--- src/periph_pkg.sv ---
////////////////////////////////////////////////////////////////////////////
// Shared widths, types and memory-map constants for the PC/XT memory
// block. Every RTL module of the block imports this package by wildcard.
////////////////////////////////////////////////////////////////////////////
package periph_pkg;

    // CPU bus widths
    localparam int ADDR_W    = 20;
    localparam int DATA_W    = 8;

    // One bank holds 32 KB
    localparam int BANK_AW   = 15;
    localparam int NUM_BANKS = 4;

    // Upper address bits that select a 32 KB window
    localparam int WIN_W     = ADDR_W - BANK_AW;

    // Load port address width, only the low BANK_AW bits reach the ROM
    localparam int LOAD_AW   = 16;

    typedef logic [ADDR_W-1:0]              addr_t;
    typedef logic [DATA_W-1:0]              data_t;
    typedef logic [BANK_AW-1:0]             bank_addr_t;
    typedef logic [$clog2(NUM_BANKS)-1:0]   bank_idx_t;

    // Bank numbering
    localparam bank_idx_t BANK_RAM = 2'd0;
    localparam bank_idx_t BANK_MDA = 2'd1;
    localparam bank_idx_t BANK_CGA = 2'd2;
    localparam bank_idx_t BANK_ROM = 2'd3;

    // Window base, top five address bits, indexed by bank number
    //   RAM 00000-07FFF
    //   MDA B0000-B7FFF
    //   CGA B8000-BFFFF
    //   ROM F8000-FFFFF
    localparam logic [WIN_W-1:0] bank_base [NUM_BANKS] = '{
        5'b00000,
        5'b10110,
        5'b10111,
        5'b11111
    };

endpackage

--- src/mem_decoder.sv ---
////////////////////////////////////////////////////////////////////////////
// Memory-map decoder. Turns CPU strobes, the CPU address and the ROM load
// port into one-hot bank enables, a shared write enable, bank address and
// write data, plus the read hit that feeds the read-return stage.
////////////////////////////////////////////////////////////////////////////
module mem_decoder
    import periph_pkg::*;
(
    input  logic                    clock,
    input  logic                    reset,
    // CPU bus, strobes active low
    input  logic                    address_enable_n_i,
    input  logic                    memory_read_n_i,
    input  logic                    memory_write_n_i,
    input  addr_t                   address_i,
    input  data_t                   data_bus_i,
    // Video window enables
    input  logic                    enable_mda_i,
    input  logic                    enable_cga_i,
    // ROM load port
    input  logic                    ioctl_download_i,
    input  logic                    ioctl_wr_i,
    input  logic [LOAD_AW-1:0]      ioctl_addr_i,
    input  data_t                   ioctl_data_i,
    // To the banks
    output logic [NUM_BANKS-1:0]    bank_en_o,
    output logic                    bank_we_o,
    output bank_addr_t              bank_addr_o,
    output data_t                   bank_wdata_o,
    // To read-return
    output logic                    rd_hit_o,
    output bank_idx_t               rd_bank_o
);

    logic [NUM_BANKS-1:0]   window_on;
    logic [NUM_BANKS-1:0]   hit;
    logic                   any_hit;
    bank_idx_t              hit_idx;
    logic                   prev_write_n;
    logic                   write_edge;
    logic                   cpu_we;
    logic                   cpu_en;
    logic                   load_we;

    // Which windows answer right now
    always_comb begin
        window_on           = '1;
        window_on[BANK_RAM] = 1'b1;
        window_on[BANK_MDA] = enable_mda_i;
        window_on[BANK_CGA] = enable_cga_i;
        // CPU loses the ROM while a download runs
        window_on[BANK_ROM] = ~ioctl_download_i;
    end

    // Windows are disjoint, so at most one bit is set
    always_comb begin
        for (int i = 0; i < NUM_BANKS; i++) begin
            hit[i] = ~address_enable_n_i & window_on[i]
                   & (address_i[ADDR_W-1:BANK_AW] == bank_base[i]);
        end
    end

    assign any_hit = |hit;

    // Bank number of the hit window
    always_comb begin
        hit_idx = BANK_RAM;
        for (int i = 0; i < NUM_BANKS; i++) begin
            if (hit[i]) begin
                hit_idx = bank_idx_t'(i);
            end
        end
    end

    // Previous write strobe, starts out idle
    always_ff @(posedge clock) begin
        if (reset) begin
            prev_write_n <= 1'b1;
        end else begin
            prev_write_n <= memory_write_n_i;
        end
    end

    // One write per strobe, taken on its first low cycle
    assign write_edge = ~memory_write_n_i & prev_write_n;

    // ROM is read-only from the CPU side
    assign cpu_we  = write_edge & any_hit & ~hit[BANK_ROM];
    assign cpu_en  = cpu_we | ~memory_read_n_i;
    assign load_we = ioctl_download_i & ioctl_wr_i;

    // Load port owns the shared bank bus when it writes
    always_comb begin
        if (load_we) begin
            bank_en_o           = '0;
            bank_en_o[BANK_ROM] = 1'b1;
            bank_we_o           = 1'b1;
            bank_addr_o         = ioctl_addr_i[BANK_AW-1:0];
            bank_wdata_o        = ioctl_data_i;
        end else begin
            bank_en_o           = cpu_en ? hit : '0;
            bank_we_o           = cpu_we;
            bank_addr_o         = address_i[BANK_AW-1:0];
            bank_wdata_o        = data_bus_i;
        end
    end

    // No read result when the bank is busy writing this cycle
    assign rd_hit_o  = ~memory_read_n_i & any_hit & ~bank_we_o;
    assign rd_bank_o = hit_idx;

endmodule

--- config.mk ---
export PLATFORM = sky130hd
export DESIGN_NAME = mem_decoder
export DESIGN_NICKNAME = d
export VERILOG_FILES = /design/src/periph_pkg.sv /design/src/mem_decoder.sv
export SDC_FILE = /design/constraint.sdc
export NUM_CORES = 1
export LEC_CHECK = 0
export ABC_AREA = 1
export BUFFER_PORTS_ARGS = -buffer_cell sky130_fd_sc_hd__buf_2
export CAP_MARGIN = 10
export CORE_MARGIN = 2
export CORE_UTILIZATION = 28
export DETAILED_ROUTE_END_ITERATION = 12
export PLACE_DENSITY = 0.85
export SETUP_SLACK_MARGIN = 0.2
export SYNTH_ARGS = -nofsm -noshare
export SYNTH_HDL_FRONTEND = slang
export SYNTH_SLANG_ARGS = --single-unit
--- constraint.sdc ---
create_clock -name clock -period 1.5 [get_ports clock]
set_input_delay 0.225 -clock clock [delete_from_list [all_inputs] [get_ports clock]]
set_output_delay 0.225 -clock clock [all_outputs]
set_load 0.005 [all_outputs]
=== Word-level counts from Yosys, hierarchy flattened ===
Index checks and enable logic that the tools add are counted.

* Multiply operators: 0
* Shift-type cells: 0
* Add/sub/neg operators: 0
* Equal/unequal tests: 3
* Divide/modulo/power cells: 0
* Magnitude comparators: 0
* Bitwise gates (word level): 20
* Muxes and demuxes: 8
* Reduce and logical (&&, ||, !) cells: 2

{| class="wikitable"
|+ Operator list
! cell !! count
|-
| equality test 5 bit, second input constant || 3
|-
| 2-to-1 mux 15 bit || 1
|-
| AND 1 bit || 13
|-
| 2-to-1 mux 4 bit || 2
|-
| 2-to-1 mux 8 bit || 1
|-
| NOT 1 bit || 6
|-
| zero test 5 bit || 1
|-
| 2-to-1 mux 2 bit || 2
|-
| OR reduction 4 bit || 1
|-
| 2-to-1 mux 1 bit || 2
|-
| bitwise OR 1 bit || 1
|}

* Bits in registers: 1
* Input port bits: 61
* ROM bits: 0
* Memories kept: 0
* Bits in latches: 0
* RAM bits: 0

=== Longest topological paths before layout ===
* Depth in word-level cells: 9
* Mapped depth: 10

=== Worst setup path after synthesis ===
No wires, ideal clock.

* Path kind: input to output
* From: input port ioctl_wr_i
* To: output port bank_addr_o[10]
* Data arrival time: 930 ps
* Buffers on the path: 1
* Slack: 345 ps
* Stages on the path: 3
* Path through: nand2_2 -> buf_4 -> mux2_1

* Longest elaborated chain between the ends: 2

{| class="wikitable"
|+ RTL lines
! element !! RTL line !! text
|-
| start: declaration || mem_decoder.sv:22 || <nowiki>input logic ioctl_wr_i,</nowiki>
|-
| AND 1 bit || mem_decoder.sv:90 || <nowiki>assign load_we = ioctl_download_i & ioctl_wr_i;</nowiki>
|-
| 2-to-1 mux 15 bit || mem_decoder.sv:94 || <nowiki>if (load_we) begin</nowiki>
|-
| end: declaration || mem_decoder.sv:28 || <nowiki>output bank_addr_t bank_addr_o,</nowiki>
|}

Every way passes these cells.

=== Worst setup path in the final report ===
* From: input port address_i[16]
* To: output port bank_en_o[1]

* Longest elaborated chain between the ends: 8

{| class="wikitable"
|+ RTL lines
! element !! RTL line !! text
|-
| start: declaration || mem_decoder.sv:15 || <nowiki>input addr_t address_i,</nowiki>
|-
| equality test 5 bit or zero test 5 bit (tied branches) || mem_decoder.sv:59 || <nowiki>& (address_i[ADDR_W-1:BANK_AW] == bank_base[i]);</nowiki>
|-
| AND 1 bit || mem_decoder.sv:59 ||
|-
| OR reduction 4 bit || mem_decoder.sv:63 || <nowiki>assign any_hit = |hit;</nowiki>
|-
| AND 1 bit (2 in series) || mem_decoder.sv:88 || <nowiki>assign cpu_we = write_edge & any_hit & ~hit[BANK_ROM];</nowiki>
|-
| bitwise OR 1 bit || mem_decoder.sv:89 || <nowiki>assign cpu_en = cpu_we | ~memory_read_n_i;</nowiki>
|-
| 2-to-1 mux 4 bit * || mem_decoder.sv:101 || <nowiki>bank_en_o = cpu_en ? hit : '0;</nowiki>
|-
| 2-to-1 mux 4 bit * || mem_decoder.sv:94 ||
|-
| end: declaration || mem_decoder.sv:26 || <nowiki>output logic [NUM_BANKS-1:0] bank_en_o,</nowiki>
|}

Mark *: on every way between the ends. The rest lies on a longest branch, timed or not.

==> metrics.md <==
| Metric | Value |
|---|---|
| Critical Path Max Stage Delay | `0.14 ns` |
| Grt total ovfl | `0` |
| DRC errors left | `0` |
| Met3 Usage GRT | `0.00784` |
| Met2 usage | `0.394` |
| Slew Limit Fails | `0` |
| Netlist cell types | `16` |
| Min-delay src | `reset` |
| Syn Nets | `130` |
| Area grow syn2layout | `123%` |
| Clock network power share | `0` |
| Synth area leader | `mux2_1` |
| Fraction of the mapped netlist area in adder cells | `0` |
| Hold-fix buffer count after cts | `0` |
| CP Launch Type | `primary input` |
| Synth warn | `0` |
| Final Hold Vio Count | `0` |
| Critical path's slowest cell | `buf_2` |
| FP Rows | `15` |
| Max Clk Rate | `approximately 0.71 GHz` |
| Async SR Flop Fraction | `0` |
| Arr. time, crit path | `roughly 1.2 ns` |
| Die width | `46.6 um` |
| GPL Wtd Cong | `approximately 0.79` |
| Vias | `827` |
| Final Power | `roughly 0.29 mW` |
| Yosys top cell area share | `0.488` |
| Largest net degree at the start of global routing | `28` |
| I/O pin count | `92` |
| Final period utilization | `0.937` |
| Syn Std Cell Area | `roughly 510 um2` |
| Vias per cell | `4.40` |
| Crit path buf inv count | `2` |
| Die Height | `46.6 um` |
| Critical path class | `in2out` |
| DR WL/cell | `about 12 um` |
| Synth Area in Compound Gates | `0.0197` |
| Core region area | `between 1500 and 2000 um2` |
| Port Buffers | `90` |
| Min Tclk post-route | `about 1.4 ns` |
| CP Max Fanout | `4` |
| Most used routing layer | `met2` |
| RSZ-0062 raised after global routing | `yes` |
| Most frequent cells after synthesis | `22 x mux2_1, 9 x nor2_1, 8 x inv_1, 8 x nand2_1` |
| Die area | `approximately 2200 um2` |
| Crit end category | `output pin` |
| WHS Path Cells | `2` |
| Maximum VDD drop | `~150 uV` |
| LEAKAGE | `0.646 nW` |
| Antenna Nets Post-Route | `0` |
| Cell Int Power | `roughly 0.18 mW` |
| Fraction of synthesized area in multiplexers | `0.510` |
| Slew HR | `0.909` |
| TNS Setup | `0 ns` |
| Share of cells above drive strength 1 | `0.730` |
| Yosys reg bits | `1` |
| Req. time, crit path | `around 1.3 ns` |
| Post-DP HPWL | `about 1800 um` |
| Worst Hold End | `prev_write_n` |
| GR met1 Demand/Resource | `0.200` |
| Drt total wl | `between 2000 and 2500 um` |
| DRT iter0 DRCs | `0` |
| Primary FF master, synth | `dfxtp_1` |
| Synth top area cells | `mux2_1 49%, nor2_1 6.7%, nand2_2 6.2%` |
| Syn Inst Count | `just under 70` |
| Comb power frac | `0.900` |
| Simple-Gate Fraction of Synth Area | `0.310` |
| P per Cell Area | `256 nW/um2` |
| Critical-path cell list | `buf_2 -> nor2_2 -> nand2_1 -> nor2_4 -> nor2_2 -> nand2_2 -> nand2_2 -> nand2_2 -> nand2_2 -> nor2_1 -> buf_2` |
| Max FFs per register | `1` |
| Worst Max-Slew Pin Slew | `between 0.1 and 0.15 ns` |
| Synthesized area per cell | `about 7.4 um2` |
| DR pass1 iterations | `1` |
| Largest reg by FF count | `prev_write_n` |
| Endpoints failing setup | `0` |
| Starting Density | `0.297` |
| First-pass GRT wire length | `slightly below 3000 um` |
| CTS clk-pin slew, worst paths | `0 ns` |
| Largest family of logic cells by synthesized area | `multiplexers` |
| GRT Util Overall | `0.183` |
| Largest regs | `prev_write_n x1` |
| CP dominant cell by count | `nand2_2` |
| Switching Fraction | `0.363` |
| Initial antenna violation count | `0` |
| CP top delay family | `simple AND/OR/NAND/NOR gates` |
| Synth Area in XOR/XNOR | `0` |
| Psw | `0.105 mW` |
| Outcome | `complete, no violations` |
| Vias in the first global route | `743` |
| Post-synthesis sequential area ratio | `0.0394` |
| N_diodes | `0` |
| Sequential share of power | `0.100` |
| EDFF count, synth | `0` |
| Min-Delay Path Class | `in2reg` |
| Cell with the most instances after synthesis | `mux2_1` |
| # nets final | `about 230` |
| Max Cap Violations | `0` |
[cells in the final DEF, fill, tap and decap left out, types with 2 or more instances in the layout]
cell     netlist  final
nand2_2        5      6
mux2_1        22     22
buf_8          0      2
inv_2          1      2
nand3_1        3      2
nor2_2         5      4
buf_6          0      3
buf_2          0     85
nand3_2        1      2
nor2_1         9      4
nand2_1        8      6
nor2_4         0      6
inv_1          8      7
buf_4          1      4
[power by group through the flow]
stage	clock network [mW]	logic (mW)	registers [mW]
after floorplan	0	0.0913	0.0288
after global routing	0	0.282	0.0290
after CTS	0	0.242	0.0290
after detailed placement	0	0.225	0.0290
final	0	0.261	0.0289
after global placement	0	0.219	0.0289
[through the flow]
stage | utilization | hold slack (ns) | area [um2] | setup slack, ns | std cells
after floorplan | - | 0.329 | 508 | 0.345 | 69
final | 0.664 | 0.415 | 1130 | 0.0952 | 188
after CTS | 0.626 | 0.416 | 1070 | 0.0886 | 185
after global placement | 0.575 | 0.407 | 982 | 0.101 | 183
after detailed placement | 0.575 | 0.416 | 982 | 0.0796 | 183
after global routing | 0.664 | 0.434 | 1130 | 0.0213 | 188
[worst max path at each step]
stage	start	endpoint	slack [ns]	depth (start not counted)
after global placement	address_i[17]	bank_en_o[3]	0.10	12
after floorplan	ioctl_wr_i	bank_addr_o[10]	0.35	3
final	address_i[16]	bank_en_o[1]	0.1	11
after detailed placement	address_i[17]	bank_en_o[0]	0.08	12
after global routing	address_i[16]	bank_en_o[1]	0.02	11
after CTS	address_i[18]	bank_en_o[1]	0.09	11
[routing by layer]
metal,up-vias,part of all wire,wire length (um)
met3,0,0.087,197
li1,415,-,-
met2,51,0.56,1260
met1,361,0.36,806
met5,-,0,0
met4,0,0,0
[area by class of cell]
cell class / instances / area, um2
fillers: 148 / 574
repair buffers: 96 / 564
multi-input cells: 57 / 484
inverters: 9 / 33.8
well taps: 25 / 31.3
flip-flops and latches: 1 / 20.0
[timing repair]
item | in CTS | in global routing
pin swaps | 13 | 11
setup endpoints to repair | 6 | 29
gates cloned | 0 | 2
gates resized for setup | 17 | 7
setup buffers | 2 | 1
[cell families (layout without fill, tap and decap cells)]
logic type / count (synthesis) / in the layout
AO/OA/AOI/OAI: 2 / 2
buffers and inverters: 11 / 105
flip-flops: 1 / 1
multiplexers: 23 / 23
AND/OR/NAND/NOR: 32 / 32
No activity file was read; power rests on OpenSTA's default activity.
