## src/periph_pkg.sv

```systemverilog
////////////////////////////////////////////////////////////////////////////
// Shared widths, types and memory-map constants for the PC/XT memory
// block. Every RTL module of the block imports this package by wildcard.
////////////////////////////////////////////////////////////////////////////
package periph_pkg;

    // CPU bus widths
    localparam int ADDR_W    = 20;
    localparam int DATA_W    = 8;

    // One bank holds 32 KB
    localparam int BANK_AW   = 15;
    localparam int NUM_BANKS = 4;

    // Upper address bits that select a 32 KB window
    localparam int WIN_W     = ADDR_W - BANK_AW;

    // Load port address width, only the low BANK_AW bits reach the ROM
    localparam int LOAD_AW   = 16;

    typedef logic [ADDR_W-1:0]              addr_t;
    typedef logic [DATA_W-1:0]              data_t;
    typedef logic [BANK_AW-1:0]             bank_addr_t;
    typedef logic [$clog2(NUM_BANKS)-1:0]   bank_idx_t;

    // Bank numbering
    localparam bank_idx_t BANK_RAM = 2'd0;
    localparam bank_idx_t BANK_MDA = 2'd1;
    localparam bank_idx_t BANK_CGA = 2'd2;
    localparam bank_idx_t BANK_ROM = 2'd3;

    // Window base, top five address bits, indexed by bank number
    //   RAM 00000-07FFF
    //   MDA B0000-B7FFF
    //   CGA B8000-BFFFF
    //   ROM F8000-FFFFF
    localparam logic [WIN_W-1:0] bank_base [NUM_BANKS] = '{
        5'b00000,
        5'b10110,
        5'b10111,
        5'b11111
    };

endpackage

```

## src/read_return.sv

```systemverilog
////////////////////////////////////////////////////////////////////////////
// Read-return stage. Delays the read hit and bank number by the bank
// latency, then drives the CPU data-out bus and its valid flag.
////////////////////////////////////////////////////////////////////////////
module read_return
    import periph_pkg::*;
(
    input  logic                    clock,
    input  logic                    reset,
    // From the decoder, same cycle as the bank enable
    input  logic                    rd_hit_i,
    input  bank_idx_t               rd_bank_i,
    // Registered bank outputs
    input  data_t [NUM_BANKS-1:0]   bank_rdata_i,
    // CPU side
    output data_t                   data_bus_o,
    output logic                    data_from_chipset_o
);

    logic       hit_q;
    bank_idx_t  bank_q;

    // Valid flag starts low
    always_ff @(posedge clock) begin
        if (reset) begin
            hit_q <= 1'b0;
        end else begin
            hit_q <= rd_hit_i;
        end
    end

    // Bank number only matters while hit_q is high
    always_ff @(posedge clock) begin
        bank_q <= rd_bank_i;
    end

    // Same cycle as the bank data, no extra stage
    always_comb begin
        if (hit_q) begin
            data_from_chipset_o = 1'b1;
            data_bus_o          = bank_rdata_i[bank_q];
        end else begin
            data_from_chipset_o = 1'b0;
            data_bus_o          = '0;
        end
    end

endmodule

```

## config.mk

```make
export PLATFORM = sky130hd
export DESIGN_NAME = read_return
export DESIGN_NICKNAME = d
export VERILOG_FILES = /design/src/periph_pkg.sv /design/src/read_return.sv
export SDC_FILE = /design/constraint.sdc
export NUM_CORES = 1
export LEC_CHECK = 0
export BUFFER_PORTS_ARGS = -buffer_cell sky130_fd_sc_hd__clkbuf_2
export CAP_MARGIN = 20
export CORE_AREA = 2 2 39 41
export CTS_BUF_LIST = sky130_fd_sc_hd__clkbuf_8
export DETAILED_ROUTE_END_ITERATION = 8
export DIE_AREA = 0 0 41 43
export PLACE_DENSITY = 0.67
export RECOVER_POWER = 100
export SLEW_MARGIN = 20
export SYNTH_ARGS = -nofsm -noshare
export SYNTH_HDL_FRONTEND = slang
export SYNTH_SLANG_ARGS = --single-unit
export TNS_END_PERCENT = 20
```

## constraint.sdc

```tcl
create_clock -name clock -period 1.3 [get_ports clock]
set_input_delay 0 -clock clock [delete_from_list [all_inputs] [get_ports clock]]
set_output_delay 0 -clock clock [all_outputs]
set_load 0.1 [all_outputs]
```

### After elaboration in Yosys (flattened, before gate mapping)

Index checks and enable logic that the tools add are counted.

* $lt $le $gt $ge: 1
* muxes and demuxes: 4

Operators with widths (number)
* binary-select mux 8 bit (select 2 bit): 1
* 2-to-1 mux 8 bit: 2
* less-than comparator 2 x 3 -> 1 bit (second input constant): 1
* 2-to-1 mux 1 bit: 1

* bits in registers: 3
* input bits: 37
* output and inout port bits: 9

### Longest topological paths before layout

Gate-level depths: netlist of the first run.

* word-level depth: 3
* gate-level depth with buffers: 4
* mapped depth without buffers: 2

### Worst setup path after synthesis of the first run

No wires, ideal clock.

* kind: register -> output
* from: register hit_q
* to: output data_bus_o[6]
* data arrival time: 2.827 ns
* data required time: 1.300 ns
* setup slack: -1.527 ns
* stages on the path, launching flop included: 3
* cell sequence: dfxtp_1 -> nand2_1 -> o22ai_1

* cells in the longest elaborated chain, start to end: 1

Ends and longest elaborated chain
* start: declaration: line read_return.sv:20 `logic hit_q;`
* start signal: assignment: line read_return.sv:28 `hit_q <= rd_hit_i;`
* 2-to-1 mux 8 bit: line read_return.sv:39 `if (hit_q) begin`
* end: declaration: line read_return.sv:16 `output data_t data_bus_o,`

No other way between the ends.

### Worst setup path after layout of the first run

* from: register bank_q[1]
* to: output data_bus_o[7]

* cells in the longest elaborated chain, start to end: 3

Ends and longest elaborated chain
* start: declaration: line read_return.sv:21 `bank_idx_t bank_q;`
* start signal: assignment: line read_return.sv:34 `bank_q <= rd_bank_i;`
* binary-select mux 8 bit (select 2 bit): line read_return.sv:41 `data_bus_o = bank_rdata_i[bank_q];`
* 2-to-1 mux 8 bit (not written as such): line read_return.sv:41
* 2-to-1 mux 8 bit: line read_return.sv:39

No other way between the ends. The select of a mux whose other input is x is not followed.

==> results.txt, run 1 <==
The number of cells produced by synthesis came out at 33. Yosys attributes the largest share of cell area to mux2i_1 (50%), dfxtp_1 (19%), o22ai_1 (16%). The full die area came out at 1760 um2. The number of setup violations in the final report is 8. The count of unique library cells instantiated by Yosys is 9.

The smallest setup slack after layout came out at -0.0396 ns. The power density of the placed cells came out at 756 nW/um2. The number of nets handed over by synthesis was 70. The pin count of the biggest net entering global routing is 9. The kind of cell adding the most delay to the critical path is flip-flops. In the final routed layout, each cell accounts on average for roughly 18 um. Before CTS, the worst setup slack after placement is about 0.12 ns. The total of flip-flops plus latches after synthesis is 3.

The site row count is 14. The number of global-route vias before repair is 564. By startpoint and endpoint, the worst setup path is classified as reg -> out.

Walking the worst path, the cells encountered are buf_12, mux2i_2, o22ai_4, buf_12. mux2i_1 is the most common cell in the netlist. Along the worst path, the maximum fanout reaches 8.

In this run the mean area of a mapped cell was 9.74 um2. The width of the chip came out at approximately 41 um. The wire length of the first global-routing pass is 2630 um. The endpoint with the worst hold slack is hit_q. The clock slew seen by the registers of the worst setup and hold paths is 0.03 ns. The area growth from synthesis to layout is 247%. The proportion of register bits with asynchronous set or reset after synthesis is 0. STA classifies the critical path startpoint as a flop. The final reports fail on negative setup slack.

The required time at the endpoint of the critical path is ~1.3 ns. The first detailed-routing pass took 3 iterations. Setup repair after global routing could not meet its margin everywhere. For this run, the number of Yosys warnings is 0.

The post-detailed-routing wire length came out at 1790 um. For this run, the leading register cell type out of synthesis is dfxtp_1. The aggregate global routing overflow is 0. After detailed routing, the number of remaining DRC violations is 0. The netlist area before placement came out at 322 um2.

The power after layout is 0.845 mW. On the critical path, the stage with the largest delay is an instance of dfxtp_4. Counting instances, the worst hold path has a depth of 2.

The max-slew violation total from the final report is 0. The global router's overall resource usage came out at 0.231. Clock tree synthesis inserted a total of 3 buffers. For this run, the post-layout net count is 124. The number of antenna violations at the first check in global routing came out at 0. The cell count along the critical path is 4. In this run the most critical hold path is launched from rd_hit_i. After synthesis, the most frequently instantiated cells are mux2i_1 (16), o22ai_1 (8), dfxtp_1 (3).

The CTS tree is built. No sink is reached through more buffers than the 2 on the longest clock path. The worst-case headroom to the max-slew limit is 0.638.

The library cell appearing most often on the critical path is buf_12. STA puts the critical path data arrival time at around 1.3 ns. The transition at the pin with the smallest max-transition slack came out at 0.545 ns.

The remaining antenna violation count is 0. For this design, the sink count on the clock tree is 3. The tightest hold margin came out at 0.0163 ns.

The part of the cycle the worst path needs is 1.03. The sequential cell area fraction in the yosys report is 0.187. The number of buffer and inverter instances along the worst setup path is 2. In this run the vertical extent of the chip is between 40 and 50 um.

The flow ran to the end, but the final reports show violations. Dividing the detail-routed via count by the number of cells gives approximately 4.8. The path class of the tightest hold or removal check is in -> reg. Timing would allow up to 747 MHz.

The count of final hold-check violations came out at 0. The number of enable-type register cells in the synthesized netlist came out at 0. Across the run, the number of max-cap violations was 0.

Summed over all cells, the static leakage comes to 0.443 nW. The placeable core region came out at 1380 um2. 46 I/O pins were placed. The congestion estimate from routability-driven global placement came to 0.730. VDD sags by at most 0.657 mV.

The share of the synthesized area in the top cell type is 0.498. The core occupancy in the finished layout is 0.807. STA classifies the critical path endpoint as an output pin. The number of I/O port buffers is 45. The clock period minus worst slack came out at 1.34 ns. Summed over all instances, the cell type with the most area after synthesis is mux2i_1. The largest single stage delay on the critical path is roughly 0.38 ns. The number of antenna cells inserted came out at 0. For this block, the initial DRC count from the detailed router was 1.

The starting density of the core came out at 0.232. The master cell of the clock root buffer is clkbuf_8. The proportion of layout cells with a drive suffix above 1 came out at 0.930. The CTS H-tree depth came out at 1. The number of vias after detailed routing is 485.
metrics by stage:
| step | cells | setup TNS [ns] | area, um2 |
|---|---|---|---|
| 3_5_place_dp | 94 | 0 | 808 |
| 2_1_floorplan | 33 | -0.815 | 450 |
| 6_report | 102 | -0.194 | 1120 |
| 5_1_grt | 102 | -0.397 | 1120 |
| 4_1_cts | 102 | -0.0934 | 1050 |
| 3_3_place_gp | 94 | 0 | 808 |
logic make-up (layout without fill, tap and decap cells):
logic type / after synthesis / after routing / synth area share
buffers and inverters: 3 / 56 / 0.109
AO/OA/AOI/OAI: 8 / 8 / 0.156
multiplexers: 16 / 16 / 0.498
AND/OR/NAND/NOR: 3 / 3 / 0.0506
flip-flops: 3 / 3 / 0.187
timing repair:
item                                   CTS  global route
endpoints found under the hold margin    3             0
pin swaps                                3             1
resized for setup                       28             8
cloned                                   1             0
hold buffers                             3             0
buffers inserted                         0             0
setup endpoints to repair                8             8
registers in the layout (all words and copies together), names as in the netlist:
signal,cells
bank_q,2
hit_q,1
per-layer routing:
metal | track usage | up-vias | routed length, um
met1 | 0.211 | 235 | 558
met5 | 0 | - | 0
met4 | 0.0800 | 0 | 23
met3 | 0.0209 | 2 | 21
li1 | - | 238 | -
met2 | 0.463 | 10 | 1190
layout make-up:
| class | instances | area [um2] |
|---|---|---|
| well taps | 16 | 20.0 |
| clock buffers | 3 | 41.3 |
| fillers | 79 | 267 |
| repair buffers | 52 | 442 |
| flip-flops and latches | 3 | 67.6 |
| clock inverters | 1 | 3.75 |
| multi-input cells | 27 | 543 |
cell usage in the layout, fill, tap and decap left out:
| cell type | count |
|---|---|
| mux2i_2 | 1 |
| inv_1 | 1 |
| buf_6 | 1 |
| o22ai_4 | 8 |
| nand2b_4 | 1 |
| dfxtp_1 | 1 |
| nand2_4 | 1 |
| clkbuf_2 | 37 |
| mux2i_4 | 15 |
| buf_12 | 9 |
| buf_16 | 1 |
| buf_4 | 1 |
| dlygate4sd3_1 | 3 |
| dfxtp_4 | 2 |
| clkbuf_8 | 3 |
| nor2b_1 | 1 |
power breakdown:
group | internal (mW) | total (mW) | switching, mW
clock network | 0.201 | 0.267 | 0.0660
registers | 0.0962 | 0.104 | 0.00806
logic | 0.220 | 0.473 | 0.253
total | 0.517 | 0.845 | 0.327
how the worst max path moves through the flow:
stage                          from             to  slack, ns
after global placement    bank_q[1]  data_bus_o[4]       0.17
after CTS                 bank_q[1]  data_bus_o[1]      -0.02
after floorplan               hit_q  data_bus_o[0]      -0.10
after global routing      bank_q[1]  data_bus_o[1]      -0.06
after detailed placement  bank_q[1]  data_bus_o[1]       0.12
final                     bank_q[1]  data_bus_o[7]      -0.04
Power figures use the tool's default switching activity.
==> run 2: changes to the inputs <==
--- a/config.mk
+++ b/config.mk
@@ -8,7 +8,6 @@
 export BUFFER_PORTS_ARGS = -buffer_cell sky130_fd_sc_hd__clkbuf_2
 export CAP_MARGIN = 20
 export CORE_AREA = 2 2 39 41
-export CTS_BUF_LIST = sky130_fd_sc_hd__clkbuf_8
 export DETAILED_ROUTE_END_ITERATION = 8
 export DIE_AREA = 0 0 41 43
 export PLACE_DENSITY = 0.67
==> run 2 against run 1 <==
  * Largest power group unchanged
  * Utilization down 0.63 points
  * Cell count up 0.98%
  * Critical endpoint unchanged
  * Sequential cell count unchanged
  * Fmax down 1.5%
  * Hold slack better by 0.39 ns
  * The flow still finishes with violations (negative setup slack)
  * Critical path depth unchanged
  * Via count up 2.9%
==> results.txt, run 2 (synthesis gave the netlist of run 1 again) <==
The pre-CTS setup slack is 0.125 ns (unchanged). The remaining antenna violation count is 0 (unchanged). Setup repair after global routing could not meet its margin everywhere. The part of the power in registers came out at 0.139 (+0.016). TritonCTS built the clock tree.

The proportion of layout cells with a drive suffix above 1 came to 0.920 (-0.0107). The highest fanout seen on the critical path is 8 (unchanged). Walking the worst path, the cells encountered are buf_12, mux2i_2, o22ai_4, buf_12. The critical path arrival was 1.36 ns (+0.02 ns). The site row count is 14 (unchanged). The part of the total power dissipated in the clock network is 0.228 (-0.089). The number of I/O port buffers came out at 45 (unchanged).

The count of final hold-check violations came out at 0 (unchanged). The standard cell area after detailed placement is 808 um2 (unchanged). The worst ir drop on vdd is 0.531 mV (-19%). The switching part of the total was 0.422 (+0.0346).

The largest registers in the layout are bank_q x2, hit_q x1. The total CTS buffers is 3 (unchanged). The cell that appears most often on the critical path is buf_12. The max-slew violation total from the final report came out at 0 (unchanged). The starting density of the core came out at 0.232 (unchanged). The residual DRC count came to 0 (unchanged). The number of global-route vias before repair was 556 (-1.4%). The average routed wire per standard cell is 17.3 um (-1.6%).

The full die area came out at 1760 um2 (unchanged). The power after layout came out at 0.749 mW (-11%). The setup TNS is -0.379 ns (-0.184 ns).

The CTS H-tree depth came out at 1 (unchanged). The global placer's final weighted congestion came out at 0.730 (unchanged). In this run the worst hold path is classified as in -> reg. The number of antenna cells inserted came out at 0 (unchanged). The area growth from synthesis to layout came out at 245%. The cell leakage power was 0.436 nW (-1.4%).

The buffer levels on the longest clock path is 2 (unchanged). The final net count came out at 125 (+0.81%). The width of the chip came out at 41 um (unchanged).

The peak per-stage delay on the critical path came to 0.38 ns (about the same). The global router's overall resource usage came to 0.237 (+0.00604). The clock period minus worst slack is 1.36 ns (+0.0197 ns). The top cell types in the final layout, fill and taps aside, are clkbuf_2 (37), mux2i_4 (15), buf_12 (9). The tightest hold margin came out at 0.403 ns (+0.387 ns). The highest clock frequency the design can meet is 736 MHz (-1.5%). The number of standard cells in the layout, taps in and fillers out came out at 103 (+0.98%). The final reports fail on negative setup slack. The post-detailed-routing wire length came out at 1780 um (-0.67%). The max-capacitance violation count came out at 0 (unchanged).

The number of antenna violations at the first check in global routing came out at 0 (unchanged). The final standard cell area without fillers was 1110 um2 (-0.78%). The power density of the placed cells came out at 676 nW/um2 (-11%). The worst setup path is launched from a flop. The critical path in this run is classified as reg -> out. The smallest setup slack after layout is -0.0593 ns (-0.0197 ns).

Counting flops per register, the top entry is bank_q. On the critical path, the stage with the largest delay is an instance of dfxtp_4. The pin count of the biggest net entering global routing was 9 (unchanged). The total placed cells including tap cells was 94 (unchanged). The transition at the pin with the smallest max-transition slack is 0.547 ns (+0.00147 ns). The combined area of the multi-input logic cells is 543 um2 (unchanged). The chip height came out at 43 um (unchanged). The number of top-level pins was 46 (unchanged).

The number of vias after detailed routing is 499 (+2.9%). The count of TritonRoute iterations in the first routing pass came to 2 (-1). The register area came to 67.6 um2 (unchanged). The total internal power came to 0.433 mW (-16%). The part of the cycle the worst path needs came out at 1.05 (+0.0152). The run finished, with violations left.

The number of design-rule violations left by the first detailed-router iteration came out at 3 (+2). The flip-flop count of the largest register after layout was 2 (unchanged). The root buffer cell chosen for the clock tree is clkbuf_4. The cell depth of the worst min-delay path is 2 (unchanged). The worst setup path is captured at an output pin.

The clock sink count is 3 (unchanged). The net switching power figure came out at 0.316 mW (-3.4%). The share of power burned in combinational logic is 0.633 (+0.073). The placeable core region came out at 1380 um2 (unchanged). The aggregate global routing overflow was 0 (unchanged). The clock slew seen by the registers of the worst setup and hold paths is 0.04 ns (about the same). The via count normalized by instance count is 4.84 (+1.9%). The required time at the endpoint of the critical path came out at 1.30 ns (about the same). The total of fill cells in the finished design is 84 (+6.3%). The worst-case headroom to the max-slew limit came out at 0.637 (-0.000974). The core occupancy in the finished layout is 0.801 (-0.00633). The library cell used most frequently in the layout, excluding fill and tap cells, is clkbuf_2. The wire length of the first global-routing pass was 2640 um (+0.53%).

The number of setup violations in the final report came out at 8 (unchanged).
## run 2: power by group through the flow
| stage | Clock [mW] | Sequential, mW | Combinational (mW) |
|---|---|---|---|
| global placement | 0 | 0.103 | 0.353 |
| detailed placement | 0 | 0.103 | 0.357 |
| floorplan | 0 | 0.114 | 0.221 |
| finish | 0.171 | 0.104 | 0.474 |
| global route | 0.188 | 0.105 | 0.488 |
| CTS | 0.175 | 0.103 | 0.444 |
## run 2: per-layer routing
layer,track usage,vias to the layer above,routed length [um]
li1,-,239,-
met1,0.214,240,551
met2,0.450,14,1150
met3,0.0366,6,26
met4,0.120,0,55
met5,0,-,0
## run 2: final timing paths
| path | startpoint | endpoint | slack [ns] |
|---|---|---|---|
| worst max-delay path | bank_q[1] | data_bus_o[7] | -0.06 |
| worst min-delay path | rd_bank_i[0] | bank_q[0] | 0.40 |
## run 2: layout make-up
cell class / instances / area share
clock buffers: 4 / 0.0237
multi-input cells: 27 / 0.490
flip-flops and latches: 3 / 0.0609
well taps: 16 / 0.0181
repair buffers: 53 / 0.407
## run 2: repair_timing
action,4_1_cts,5_1_grt
cloned,1,0
pin swaps,3,1
endpoints found under the hold margin,3,0
setup endpoints to repair,8,8
hold buffers,4,0
setup buffers,0,0
gates resized for setup,28,8
## run 2: critical path, delay by kind of cell (launching register included)
| family | cells | cell delay, ns |
|---|---|---|
| buffers and inverters | 2 | 0.34 |
| flip-flops | 1 | 0.38 |
| AO/OA/AOI/OAI | 1 | 0.10 |
| multiplexers | 1 | 0.28 |
==> run 3: changes to the inputs <==
--- a/config.mk
+++ b/config.mk
@@ -12,6 +12,7 @@
 export DIE_AREA = 0 0 41 43
 export PLACE_DENSITY = 0.67
 export RECOVER_POWER = 100
+export SKIP_CTS_REPAIR_TIMING = 1
 export SLEW_MARGIN = 20
 export SYNTH_ARGS = -nofsm -noshare
 export SYNTH_HDL_FRONTEND = slang
==> run 3 against run 2 <==
  * The run ends with negative hold slack, negative setup slack left
  * First-iteration DRC count fell by 100%
  * Sequential power about the same
  * Critical path depth is the same
  * Die area unchanged
  * Utilization shrank 4.2 points
  * Via count is 5.0% lower
  * Non-clock buffer count shrank 1
  * Fmax fell by 0.95%
  * Clock power is 4% lower
  * Total power decreased by 4.1%
  * Cell count fell by 0.97%
  * Hold slack worse by 0.41 ns
  * Critical endpoint unchanged
  * Largest power group unchanged
==> results.txt, run 3 (synthesis gave the netlist of run 1 again) <==
The net switching power figure came to 0.300 mW (-5.1%). The post-detailed-routing wire length came out at 1600 um (-9.8%). The number of global-route vias before repair was 455 (-18%). The flow ran to the end, but the final reports show violations. The sum of met2 wire segment lengths after detailed routing came to 968 um (-15%). The remaining antenna violation count came out at 0 (unchanged).

The cell count along the critical path was 4 (unchanged). The wire length of the first global-routing pass came to 1900 um (-28%). The global router's overall resource usage is 0.157 (-0.0793). The CTS H-tree depth is 1 (unchanged).

The part of the total power dissipated in the clock network is 0.230 (+0.002). The number of top-level pins is 46 (unchanged). The smallest setup slack after layout came out at -0.0724 ns (-0.0131 ns). The placeable core region is 1380 um2 (unchanged). The site row count is 14 (unchanged).

The width of the chip is 41 um (unchanged). The required time at the endpoint of the critical path came out at 1.30 ns (about the same). The number of I/O port buffers is 45 (unchanged).

The proportion of layout cells with a drive suffix above 1 came out at 0.919 (-0.000936). The area growth from synthesis to layout came out at 226%. The kind of cell adding the most delay to the critical path is buffers and inverters.

In this run the most critical hold path is launched from rd_hit_i. The startpoint-to-endpoint class of the critical path is reg -> out. The final net count is 124 (-0.80%). The clock sink count came out at 3 (unchanged). The max-capacitance violation count is 0 (unchanged).

The aggregate global routing overflow is 0 (unchanged). The total internal power was 0.418 mW (-3.4%). The startpoint type of the worst setup path is a flop. The kind of capture point of the worst setup path is an output pin. The count of TritonRoute iterations in the first routing pass came out at 1 (-1). The checks that failed: negative hold slack, negative setup slack. The flip-flop count of the largest register after layout came to 2 (unchanged). The total CTS buffers came out at 3 (unchanged). The tightest hold margin is -0.00347 ns (-0.406 ns).

Walking the worst path, the cells encountered are clkbuf_16, mux2i_4, o22ai_4, buf_12. The critical path arrival is 1.37 ns (about the same). In this run the worst hold path is classified as in -> reg. The highest fanout seen on the critical path came out at 8 (unchanged). The clock period minus worst slack is 1.37 ns (+0.0131 ns). Clock tree synthesis selected as its root buffer the cell clkbuf_4.

The number of setup violations in the final report is 7 (-1). The cell leakage power is 0.419 nW (-4.0%). The transition at the pin with the smallest max-transition slack is 0.545 ns (-0.00189 ns). The part of the power in registers was 0.142 (+0.003).

The library cell used most frequently in the layout, excluding fill and tap cells, is clkbuf_2. The number of antenna violations at the first check in global routing came out at 0 (unchanged). The switching part of the total is 0.418 (-0.00439). The final standard cell area without fillers is 1050 um2 (-5.3%).

The global placer's final weighted congestion came out at 0.730 (unchanged). The peak per-stage delay on the critical path was 0.35 ns (-0.03 ns). The part of the cycle the worst path needs came out at 1.06 (+0.0101).

The share of power burned in combinational logic was 0.628 (-0.005). The pin count of the biggest net entering global routing is 17 (+8). The number of buffer and inverter instances along the worst setup path came out at 2 (unchanged).

The worst ir drop on vdd came out at 0.507 mV (-4.5%). The standard cell area after detailed placement is 808 um2 (unchanged). Leaving out fill and tap cells, the most frequent cells in the layout are clkbuf_2 (37), mux2i_4 (11), buf_12 (9). The buffer levels on the longest clock path came out at 2 (unchanged). The highest clock frequency the design can meet was 729 MHz (-0.95%). The clock slew seen by the registers of the worst setup and hold paths came out at 0.04 ns (about the same). The residual DRC count came out at 0 (unchanged). The detailed route wirelength on metal3 came out at 23 um (-12%).

Tracing the worst setup path back leads to its startpoint at bank_q[1]. The cell depth of the worst min-delay path is 2 (unchanged). The starting density of the core is 0.232 (unchanged). Setup repair after global routing could not meet its margin everywhere. The max-slew violation total from the final report is 0 (unchanged). The count of final hold-check violations came to 1 (+1). The via count normalized by instance count came out at 4.65 (-4.1%). The uppermost layer routed is met4.

TritonCTS built the clock tree. The number of standard cells in the layout, taps in and fillers out is 102 (-0.97%). The register containing the most flip-flops in the final layout is bank_q.

The worst-case headroom to the max-slew limit is 0.638 (+0.00125). The full die area is 1760 um2 (unchanged). The power density of the placed cells came out at 684 nW/um2 (+1.2%). The largest registers in the layout are bank_q x2, hit_q x1. The chip height came out at 43 um (unchanged). The average routed wire per standard cell is 15.7 um (-9.0%). The total placed cells including tap cells came to 94 (unchanged).

The slowest stage of the critical path belongs to the cell dfxtp_4. The number of antenna cells inserted is 0 (unchanged). The number of vias after detailed routing came to 474 (-5.0%). The number of design-rule violations left by the first detailed-router iteration is 0 (-3).

The routed metal-1 wire length came to 564 um (+2.4%).
run 3: worst paths after layout:
kind,to
max,data_bus_o[7]
min,hit_q
run 3: through the flow:
step / util / power, mW / setup slack [ns] / TNS, ns
3_3_place_gp: 0.584 / 0.455 / 0.170 / 0
6_report: 0.759 / 0.718 / -0.0724 / -0.370
4_1_cts: 0.603 / 0.634 / -0.136 / -0.707
2_1_floorplan: - / 0.335 / -0.105 / -0.815
5_1_grt: 0.759 / 0.749 / -0.113 / -0.706
3_5_place_dp: 0.584 / 0.460 / 0.125 / 0
run 3: cell type report:
cell class                      instances  area (um2)
Multi-Input combinational cell         27         500
Clock buffer                            4        26.3
Timing Repair Buffer                   52         435
Sequential cell                         3        67.6
Fill cell                              96         334
Tap cell                               16        20.0
run 3: routing by layer:
layer | vias up | GRT usage
li1 | 235 | -
met1 | 221 | 0.176
met2 | 12 | 0.281
met3 | 6 | 0
met4 | 0 | 0.0800
met5 | - | 0
run 3: power by group through the flow:
stage | Combinational [mW] | Clock (mW) | Sequential, mW
2_1_floorplan | 0.221 | 0 | 0.114
6_report | 0.451 | 0.165 | 0.102
3_5_place_dp | 0.357 | 0 | 0.103
3_3_place_gp | 0.353 | 0 | 0.103
4_1_cts | 0.357 | 0.175 | 0.102
5_1_grt | 0.465 | 0.181 | 0.103
